`src/logic/procPkg.sv`:
```
// Shared types and sizes for the 16-bit pipelined processor, imported by every stage module
package procPkg;

   // Memory sizes, both word addressed
   localparam int imemDepth   = 256;
   localparam int dmemDepth   = 256;
   localparam int memAddrBits = 8;

   typedef logic [15:0] wordT;
   typedef logic [2:0]  regIdxT;

   // Major opcode in instr[15:11]
   typedef enum logic [4:0] {
      opHalt  = 5'b00000,
      opNop   = 5'b00001,
      opJ     = 5'b00100,
      opAddi  = 5'b01000,
      opSubi  = 5'b01001,
      opXori  = 5'b01010,
      opBeqz  = 5'b01100,
      opBnez  = 5'b01101,
      opSt    = 5'b10000,
      opLd    = 5'b10001,
      opRtype = 5'b11011
   } opcodeT;

   // Same encoding as the RTYPE function field
   typedef enum logic [1:0] {aluAdd, aluSub, aluXor, aluAnd} aluOpT;

   typedef enum logic [1:0] {brNone, brEqz, brNez, brAlways} branchT;

   typedef struct packed {
      aluOpT  aluOp;
      logic   useImm;
      logic   regWrite;
      logic   memRead;
      logic   memWrite;
      branchT branch;
      logic   halt;
   } ctrlT;

   // Stage boundary payloads, all zero means bubble
   typedef struct packed {
      logic valid;
      wordT pc;
      wordT instr;
   } ifIdT;

   typedef struct packed {
      logic   valid;
      ctrlT   ctrl;
      wordT   pc;
      wordT   rsData;
      wordT   rtData;
      wordT   imm;
      regIdxT rd;
   } idExT;

   typedef struct packed {
      logic   valid;
      ctrlT   ctrl;
      wordT   aluOut;
      wordT   storeData;
      regIdxT rd;
   } exMemT;

   typedef struct packed {
      logic   valid;
      logic   regWrite;
      logic   halt;
      regIdxT rd;
      wordT   data;
   } memWbT;

   // Source registers read by the instruction in decode
   typedef struct packed {
      regIdxT rsIdx;
      logic   rsUsed;
      regIdxT rtIdx;
      logic   rtUsed;
   } srcUseT;

endpackage

```
`src/logic/stallUnit.sv`:
```
// Hazard detection that holds decode while a source is still being produced further down
`timescale 1ns/1ps
`default_nettype none
module stallUnit import procPkg::*; (
   input  srcUseT src,
   input  idExT   exStage,
   input  exMemT  memStage,
   output logic   stall
);

   logic exWrites;
   logic memWrites;

   assign exWrites  = exStage.valid && exStage.ctrl.regWrite;
   assign memWrites = memStage.valid && memStage.ctrl.regWrite;

   function automatic logic pending(input regIdxT idx, input logic used);
      logic hitEx;
      logic hitMem;
      hitEx  = exWrites && (exStage.rd == idx);
      hitMem = memWrites && (memStage.rd == idx);
      return used && (hitEx || hitMem);
   endfunction

   // Write-back needs no check since the register file passes it through
   always_comb begin
      stall = pending(src.rsIdx, src.rsUsed) || pending(src.rtIdx, src.rtUsed);
   end

endmodule
`default_nettype wire

```
`config.mk`:
```
export PLATFORM = sky130hd
export DESIGN_NAME = stallUnit
export DESIGN_NICKNAME = d
export VERILOG_FILES = /design/src/logic/procPkg.sv /design/src/logic/stallUnit.sv
export SDC_FILE = /design/constraint.sdc
export NUM_CORES = 1
export LEC_CHECK = 0
export BUFFER_PORTS_ARGS = -buffer_cell sky130_fd_sc_hd__buf_4
export CORE_AREA = 2 2 50 52
export DETAILED_ROUTE_END_ITERATION = 7
export DIE_AREA = 0 0 52 54
export GPL_ROUTABILITY_DRIVEN = 1
export PLACE_DENSITY = 0.68
export SYNTH_ARGS = -nofsm -noshare
export SYNTH_HDL_FRONTEND = slang
export SYNTH_SLANG_ARGS = --single-unit
```
`constraint.sdc`:
```
create_clock -name vclk -period 0.8
set_input_delay 0 -clock vclk [all_inputs]
set_output_delay 0 -clock vclk [all_outputs]
set_load 0.005 [all_outputs]
```
# --- Yosys cells after proc, flatten, opt, wreduce, memory -nomap -nowiden ---
# Index checks and enable logic that the tools add are counted.
word_totals:
  ff_bits: 0
  in_bits: 130
  out_inout_bits: 1
  wordCells: 15
op_classes:
  eq_ne: 4
  reduce_logical: 11
op_table:
  columns: ["operator", "count"]
  rows:
  - ["$eq A3 B3 Y1", 4]
  - ["$logic_and A1 B1 Y1", 8]
  - ["$logic_or A1 B1 Y1", 3]

# --- Logic depth before layout (Yosys ltp) ---
logic_depth:
  word_depth: 5
  ltp_mapped: 4
  ltp_nobuf: 4

# --- Worst setup path after synthesis ---
# No wires, ideal clock.
synth_path:
  path_type: "input to output"
  from: "input port src[7] (netlist name)"
  to: "output port stall"
  arrival_ns: 0.549
  required_time_ns: 0.800
  slack_ns: 0.251
  cell_stages: 4
  cell_sequence: "xor2_1 > nor4_1 > o21ai_1 > nand2_1"
synth_via:
  elab_chain_len: 5
  word_cells_on_any_way: 7
  cone_classes: "eq/ne (2); reduce/logical (5)"
synth_rtl:
  columns: ["element", "line_no", "rtl"]
  rows:
  - ["start: declaration", "stallUnit.sv:5", "input srcUseT src,"]
  - ["$eq A3 B3 Y1 (on tied branches)", "stallUnit.sv:20, stallUnit.sv:21", null]
  - ["$logic_and A1 B1 Y1 (on tied branches)", "stallUnit.sv:20, stallUnit.sv:21", null]
  - ["$logic_or A1 B1 Y1 *", "stallUnit.sv:22", "return used && (hitEx || hitMem);"]
  - ["$logic_and A1 B1 Y1 *", "stallUnit.sv:22", null]
  - ["$logic_or A1 B1 Y1 *", "stallUnit.sv:27", "stall = pending(src.rsIdx, src.rsUsed) || pending(src.rtIdx, src.rtUsed);"]
  - ["end: declaration", "stallUnit.sv:8", "output logic stall"]
# Every way passes the cells marked *; elsewhere a longest branch is shown, timed or not.

# --- Worst setup path in the final report ---
layout_path:
  from: "input port src[5] (netlist name)"
  to: "output port stall"
# Same word-level chain as after synthesis.

==> results.yml <==
floorplan:
  dieArea_um2: 2810
  rows: 18
  ios: 131
  die-width_um: 52
  core_um2: 2320
  start_util_pct: 6.53
  die_h_um: 54
placement:
  placedCellCount: 70
  place_ws_ns: -0.0182
  gp_congestion: 0.808
  portBuffers: 19
  dp_hpwl_um: 545
route:
  drt-total-wl_um: 609
  wl_per_cell_um: 8.70
  via_count: 225
  drt_first_pass_iters: 1
  antenna_left: 0
  drtIter0Drc: 0
  drt-vias-per-instance: 3.21
  drc: 0
sta:
  finalHoldViolCount: 0
  rsz0062_at_grt: "yes"
  report.final.slew_viol_count: 0
  setup_ws_ns: -0.0191
  setup_viol_count_final: 1
  clock.fmax_mhz: 1220
  fin_crit_ns: 0.819
  slew_headroom_pct: 83.7
  tns_ns: -0.0191
  fin_hold_ws_ns: 0.281
  fin_crit_sh_pct: 102
  worst_pin_slew_ns: 0.243
run_status:
  violations: "negative setup slack"
  status: "finished, violations left"
global_route:
  grt_max_degree: 3
  antenna_found_initial: 0
  grt_pass1_wl_um: 986
  first_global_vias: 252
  gr-total-overflow: 0
  grt.total_usage_pct: 4.70
critical_path:
  cpMostUsedCell: "buf_4"
  crit_path_cell_trace: "buf_4 > xor2_1 > nor4_2 > o21ai_1 > nand2_1 > buf_4"
  cpPeakStageDelay_ns: 0.27
  cp-startpoint: "src[5]"
  required_ns: 0.80
  crit_path_end_kind: "output port"
  startpoint_type: "input pin"
  criticalPathCategory: "input pin to output port"
  cp_max_fo: 2
  worstPathArrival_ns: 0.82
  timing.critical_path.slowest_stage_cell: "nor4_2"
logic_synthesis:
  yosysTopAreaCellShare_pct: 69.4
  synth.distinct_cells: 5
  yosys.area.top_type: "xor2_1"
  synth_nets: 151
  yosysSeqAreaShare_pct: 0
  avgSynthCellArea_um2: 7.21
  ys.warnings.count: 0
  syn-cell-area_um2: 151
  syn_inst: 21
  ys_top_cells_by_area: "xor2_1 69%, nor4_1 17%, nand2_1 7.4%, o21ai_0 3.3%, o21ai_1 3.3%"
min_path:
  hold_start: "src[0]"
  hp-class: "input pin to output port"
clocking:
  post_cts_buffers: 0
power:
  p_per_area_nw_per_um2: 443
  ir_worst_vdd_uv: 119
  p_leak_nw: 0.164
layout:
  fin_util_pct: 15.4
  fin_nets: 172
  final_cell_mix: "14 x buf_4, 12 x xor2_1, 5 x buf_6"
  clkbuf_count: 0
  area_delta_synth_final_pct: 136
  fin_cells: 70
  seqCellArea_um2: 0
  diodes: 0
  layout_commonest_cell: "buf_4"
  drive_above_1_share_pct: 50.0
  seq_cells: 0
job:
  maxCapViolations: 0
[where the power goes]
part / switching, mW / internal [mW]
clock: 0 / 0
combinational: 0.0607 / 0.0973
sequential: 0 / 0
total: 0.0607 / 0.0973
[layer usage]
layer / GRT usage [%] / wire, um / share of wire, %
met5: 0 / 0 / 0
met4: 0 / 0 / 0
met3: 0.278 / 51 / 8.4
met2: 11.6 / 360 / 59
met1: 4.08 / 196 / 32
[worst paths after layout]
| path | end | cells past startpoint | slack, ns |
|---|---|---|---|
| setup / recovery | stall | 6 | -0.02 |
| hold / removal | stall | 4 | 0.28 |
[area by class of cell]
cell class                 count  area, um^2
tap                           30        37.5
timing repair buffer          19         161
fill                         267        1960
multi-input combinational     21         158
[synthesized netlist by cell type (all sizes together)]
master	instances
nand2	3
o21ai	2
xor2	12
nor4	4
[worst max-delay path: cells and delay by family]
kind	cells	cell delay [ns]
compound gates	1	0.09
xor+xnor	1	0.16
simple gates	2	0.34
buf+inv	2	0.22
[metrics by stage]
| step | total power, mW | instance area [um^2] |
|---|---|---|
| 3_5_place_dp | 0.146 | 332 |
| 4_1_cts | 0.155 | 350 |
| 6_report | 0.158 | 357 |
| 5_1_grt | 0.173 | 357 |
| 2_1_floorplan | 0.0473 | 151 |
| 3_3_place_gp | 0.143 | 332 |
[kinds of logic (layout without fill, tap and decap cells)]
logic type             count (synthesis)  after routing  synth area share [%]
buffers and inverters                  0             19                     0
AND/OR/NAND/NOR                        7              7                  24.0
XOR/XNOR                              12             12                  69.4
AO/OA/AOI/OAI                          2              2                  6.61
[what timing repair did]
action,CTS,global route
endpoints found under the setup margin,1,1
endpoints found under the hold margin,0,0
hold buffers,0,0
pin swaps,9,0
resized for setup,6,1
Note: power is estimated with default switching activity, not from simulation.
