## src/logic/procPkg.sv

```systemverilog
// Shared types and sizes for the 16-bit pipelined processor, imported by every stage module
package procPkg;

   // Memory sizes, both word addressed
   localparam int imemDepth   = 256;
   localparam int dmemDepth   = 256;
   localparam int memAddrBits = 8;

   typedef logic [15:0] wordT;
   typedef logic [2:0]  regIdxT;

   // Major opcode in instr[15:11]
   typedef enum logic [4:0] {
      opHalt  = 5'b00000,
      opNop   = 5'b00001,
      opJ     = 5'b00100,
      opAddi  = 5'b01000,
      opSubi  = 5'b01001,
      opXori  = 5'b01010,
      opBeqz  = 5'b01100,
      opBnez  = 5'b01101,
      opSt    = 5'b10000,
      opLd    = 5'b10001,
      opRtype = 5'b11011
   } opcodeT;

   // Same encoding as the RTYPE function field
   typedef enum logic [1:0] {aluAdd, aluSub, aluXor, aluAnd} aluOpT;

   typedef enum logic [1:0] {brNone, brEqz, brNez, brAlways} branchT;

   typedef struct packed {
      aluOpT  aluOp;
      logic   useImm;
      logic   regWrite;
      logic   memRead;
      logic   memWrite;
      branchT branch;
      logic   halt;
   } ctrlT;

   // Stage boundary payloads, all zero means bubble
   typedef struct packed {
      logic valid;
      wordT pc;
      wordT instr;
   } ifIdT;

   typedef struct packed {
      logic   valid;
      ctrlT   ctrl;
      wordT   pc;
      wordT   rsData;
      wordT   rtData;
      wordT   imm;
      regIdxT rd;
   } idExT;

   typedef struct packed {
      logic   valid;
      ctrlT   ctrl;
      wordT   aluOut;
      wordT   storeData;
      regIdxT rd;
   } exMemT;

   typedef struct packed {
      logic   valid;
      logic   regWrite;
      logic   halt;
      regIdxT rd;
      wordT   data;
   } memWbT;

   // Source registers read by the instruction in decode
   typedef struct packed {
      regIdxT rsIdx;
      logic   rsUsed;
      regIdxT rtIdx;
      logic   rtUsed;
   } srcUseT;

endpackage

```

## src/logic/execute.sv

```systemverilog
// Execute stage with the ALU, branch resolution and target computation for fetch redirect
`timescale 1ns/1ps
`default_nettype none
module execute import procPkg::*; (
   input  idExT  in,
   output exMemT out,
   output logic  redirect,
   output wordT  target
);

   wordT opB;
   wordT aluOut;
   logic taken;

   assign opB = in.ctrl.useImm ? in.imm : in.rtData;

   // Also forms the LD and ST address as rs plus imm
   always_comb begin
      case (in.ctrl.aluOp)
         aluAdd:  aluOut = in.rsData + opB;
         aluSub:  aluOut = in.rsData - opB;
         aluXor:  aluOut = in.rsData ^ opB;
         default: aluOut = in.rsData & opB;
      endcase
   end

   always_comb begin
      case (in.ctrl.branch)
         brEqz:    taken = (in.rsData == '0);
         brNez:    taken = (in.rsData != '0);
         brAlways: taken = 1'b1;
         default:  taken = 1'b0;
      endcase
   end

   // Relative to the next instruction
   assign target   = in.pc + 16'd1 + in.imm;
   assign redirect = in.valid && taken;

   always_comb begin
      out.valid     = in.valid;
      out.ctrl      = in.ctrl;
      out.aluOut    = aluOut;
      out.storeData = in.rtData;
      out.rd        = in.rd;
   end

endmodule
`default_nettype wire

```

## config.mk

```make
export PLATFORM = sky130hd
export DESIGN_NAME = execute
export DESIGN_NICKNAME = d
export VERILOG_FILES = /design/src/logic/procPkg.sv /design/src/logic/execute.sv
export SDC_FILE = /design/constraint.sdc
export NUM_CORES = 1
export LEC_CHECK = 0
export BUFFER_PORTS_ARGS = -buffer_cell sky130_fd_sc_hd__buf_2
export CORE_ASPECT_RATIO = 2
export CORE_MARGIN = 2
export CORE_UTILIZATION = 40
export DETAILED_ROUTE_END_ITERATION = 6
export PLACE_DENSITY = 0.71
export SLEW_MARGIN = 15
export SYNTH_ARGS = -nofsm -noshare
export SYNTH_HDL_FRONTEND = slang
export SYNTH_SLANG_ARGS = --single-unit
```

## constraint.sdc

```tcl
create_clock -name vclk -period 6.9
set_clock_uncertainty 0.2 [all_clocks]
set_input_delay 1.38 -clock vclk [all_inputs]
set_output_delay 1.38 -clock vclk [all_outputs]
set_load 0.005 [all_outputs]
```

== After elaboration in Yosys (flattened, before gate mapping) ==
Cells that the tools add are included.
Word-level totals
  input port bits: 77
  register bits after elaboration: 0
  word-level logic and storage cells: 18
  output and inout bits: 62
Operators by class
  equal/unequal tests: 5
  bitwise gates (word level): 2
  reduce and logical (&&, ||, !) cells: 4
  add/subtract/negate cells: 4
  multiplexer cells: 3
Operators by type and width (count)
  case mux 16 bit (3 select lines): 1
  adder 16 bit: 2
  adder 16 x 1 -> 16 bit, second input constant: 1
  AND 16 bit: 1
  logical NOT 16 bit: 1
  two-way mux 16 bit: 1
  nonzero test 16 bit: 1
  subtractor 16 bit: 1
  bitwise XOR 16 bit: 1
  == test 2 bit, second input constant: 3
  == test 2 x 1 -> 1 bit, second input constant: 2
  case mux 1 bit (3 select lines): 1
  logical NOT 2 bit: 1
  logical AND 1 bit: 1

== Depth between registers and ports, before layout ==
  depth after elaboration: 3
  depth in mapped cells: 18
  gate-level depth less buffers: 15

== Least setup slack after synthesis ==
Ideal clock, no wire load.
  path kind: input-to-output
  start point: input in[73] (netlist name)
  end point: output out[34] (netlist name)
  path slack: 0.899 ns
  data arrival time: 4.421 ns
  stages on the path: 18
  required time: 5.320 ns
  path buffers: 3
  cells stage by stage: buf_6 buf_4 buf_2 mux2i_1 ha_1 nand2_1 or3_1 or2_1 nand2_1 xnor2_1 ha_1 a21oi_1 o21bai_1 a21oi_1 nand2_1 a41o_1 xnor2_1 o21ai_1
RTL lines
  start: declaration: line execute.sv:5  | input idExT in,
  end: declaration: line execute.sv:6  | output exMemT out,

==> results.txt <==
The violation count after the first detailed-route iteration came out at 124. The hold violation count in the final report came to 0. The global-route usage over all layers came out at 18.64%. The leakage power of the design is 1.734 nW. The critical path runs through a total of 17 cells. The average detailed-routed wire length per instance came out at 13.78 um.

The transition time at the pin with the least slew margin came out at 0.4991 ns. The total power consumption of the routed design came out at 341.7 uW. The post-layout net count is 582. The class of the most critical setup path is primary input to output port. The number of buffers inserted to repair setup after CTS is 0. The total number of sequential cells came out at 0. Summing all placed instances gives a cell area of 3269 um^2. The count of warnings emitted by yosys is 0. The final hold slack is 2.560 ns. The worst setup path is captured at an output port. The initial antenna violation count came out at 0.

OpenSTA, run right after detailed placement, puts the worst setup slack at 0.7436 ns. The die outline width is 62.91 um. Once layout is complete, the utilization of the core stands at 47.85%. The count of buffer and inverter cells on the critical path came out at 4.

The number of placed I/O pins is 139. The signal arrival time at the worst endpoint came out at 4.59 ns. Once detail routing completed, the nets flagged for antenna violations numbered 0. The cell area after synthesis came out at 2776 um^2.

The category of cells accounting for the largest share of critical-path delay is simple AND/OR/NAND/NOR gates. The total of cells resized after clock tree synthesis came out at 0. The final critical path takes up 89.47% of the cycle. The chip height came out at 121.8 um. The number of placed cells counting well taps came out at 544. Summing all flip-flop and latch instances after layout gives 0 um^2. The final non-filler cell total came out at 544. The stage delay of the slowest cell on the critical path is 0.41 ns. The total inserted antenna cells is 0.

The area of the multi-input gates is 2437 um^2. Static timing analysis puts the maximum clock frequency at 162.0 MHz. Traced cell by cell, the critical path runs through buf_2 -> buf_4 -> mux2i_4 -> inv_1 -> or3_1 -> or2_1 -> nand2_1 -> xnor2_1 -> ha_1 -> a21oi_1 -> o21bai_1 -> a21oi_1 -> nand2_1 -> a41o_1 -> xnor2_1 -> o21ai_1 -> buf_2. The clock buffer count in the final layout came out at 0. The detailed router placed 2,969 vias in this run. The global-route wire length before repair came out at 12.00 mm. The count of cells along the worst hold path came out at 0.

The final design area excluding fillers came out at 3269 um^2. The total detailed-routing wirelength is 7.497 mm. The class of the worst hold path is primary input to output port. At the end of routability-driven placement, the weighted congestion stood at 0.9623.

The worst-path maximum fanout is 23. The final max-slew violation count is 0. The half-perimeter wire length after detailed placement came out at 6.518 mm. The die footprint is 7664 um^2. The library cell used most frequently in the layout, excluding fill and tap cells, is buf_2. The relative slew slack came out at 65.78%.

The global route total overflow is 0. The initial cell density of the core came out at 40.63%. The total setup violations reported at the end of the flow came out at 0. The fraction of layout instances using a drive strength above 1 came out at 33.26%. The first detailed-routing pass took 4 iterations. In the layout the commonest cells are buf_2 (125), ha_1 (47), a21oi_1 (30). The average cell area after synthesis came out at 7.607 um^2. The area overhead of the layout relative to synthesis came out at 17.76%. The peak supply drop came out at 0.00005846 V.

Data on the critical path is required at its endpoint by 5.32 ns. The final critical-path setup slack came out at 0.7264 ns. The number of fill cells in the layout came out at 705.

The largest individual stage delay along the critical path comes from the cell or3_1. The initialized floorplan defines 43 standard-cell rows. Dividing total power by cell area gives a power density of 104.5 nW/um^2. The quantity of I/O buffers inserted on ports is 125. Yosys mapped the design onto 54 distinct sky130hd cell types. The start point of the worst hold path is in[1]. The post-synthesis instance total is 365. After detailed routing, the number of vias per cell comes to 5.458.

Setup repair after global routing left no endpoint under its margin. The share of the Yosys chip area taken by registers is 0%. The endpoint with the worst hold slack is out[1]. Setup total negative slack on the finished layout was measured at 0 ns. The post-route DRC violation count is 0. The number of hold-repair buffers added at the cts stage came out at 0.

The via count of the first global-routing pass is 2,698. The flow ran to the end, and the final reports show no timing, DRC or antenna violations. The number of maximum-capacitance violations is 0. The net count after synthesis came out at 491.

The critical path launch point type is a primary input. Entering global routing, the biggest net connects 27 pins. The worst path in the final design needs a cycle of 6.174 ns, including I/O delays and setup.

The region available for standard cell placement spans 6833 um^2.
[cell usage after synthesis, drive strengths merged, types with 2 or more instances]
master  count  area [um^2]
mux2i      18        192.7
and3        4        25.02
o21a        8        60.06
a31oi       6        37.54
o21ai      21        105.1
xor2       19        166.4
nor4        6        58.80
inv        19        71.32
nand2      25        93.84
fa          2        40.04
clkbuf      7        26.28
ha         47        588.1
buf        32        241.5
nor2       20        75.07
or3         2        17.52
o211ai      4        30.03
nor3        8        45.04
o41ai       2        25.03
o31ai       4        30.03
nand2b      5        31.28
mux2       13        146.4
a21o       12        90.09
a31o        3        26.28
nand3       6        30.03
a21oi      30        150.1
xnor2      18        157.7
or2         2        12.52
a41o        2        20.02
nor2b       6        37.54
[how the worst max path moves through the flow]
stage / from / to / slack (ns)
final: in[73] / out[34] / 0.73
after global placement: in[73] / out[34] / 0.82
after global routing: in[73] / out[34] / 0.49
after floorplan: in[73] / out[34] / 0.90
after CTS: in[73] / out[34] / 0.74
after detailed placement: in[73] / out[34] / 0.74
[kinds of logic (layout without fill, tap and decap cells)]
family / Yosys count / count (layout) / share of synthesized area [%]
AOI/OAI and AO/OA: 102 / 102 / 23.98
xor gates and xnor gates: 38 / 38 / 12.57
adders and majority gates: 49 / 49 / 22.62
buffers and inverters: 58 / 147 / 12.21
muxes: 31 / 31 / 12.21
and+or+nand+nor: 87 / 87 / 16.40
[power breakdown]
group / internal, mW / switching (mW)
Clock: 0 / 0
Sequential: 0 / 0
Combinational: 0.164 / 0.178
[routing by layer]
metal	share of wire, %	global-route usage (%)	up-vias
met5	0	0	-
met4	0.75	2.361	0
met2	50	35.11	116
li1	-	-	1494
met3	6.1	1.385	4
met1	43	23.35	1355
[final cells by class]
| type | instances | area share (%) |
|---|---|---|
| Inverter | 19 | 2.181 |
| Multi-Input combinational cell | 307 | 74.55 |
| Tap cell | 90 | 3.444 |
| Timing Repair Buffer | 128 | 19.82 |
Power figures use the tool's default switching activity.
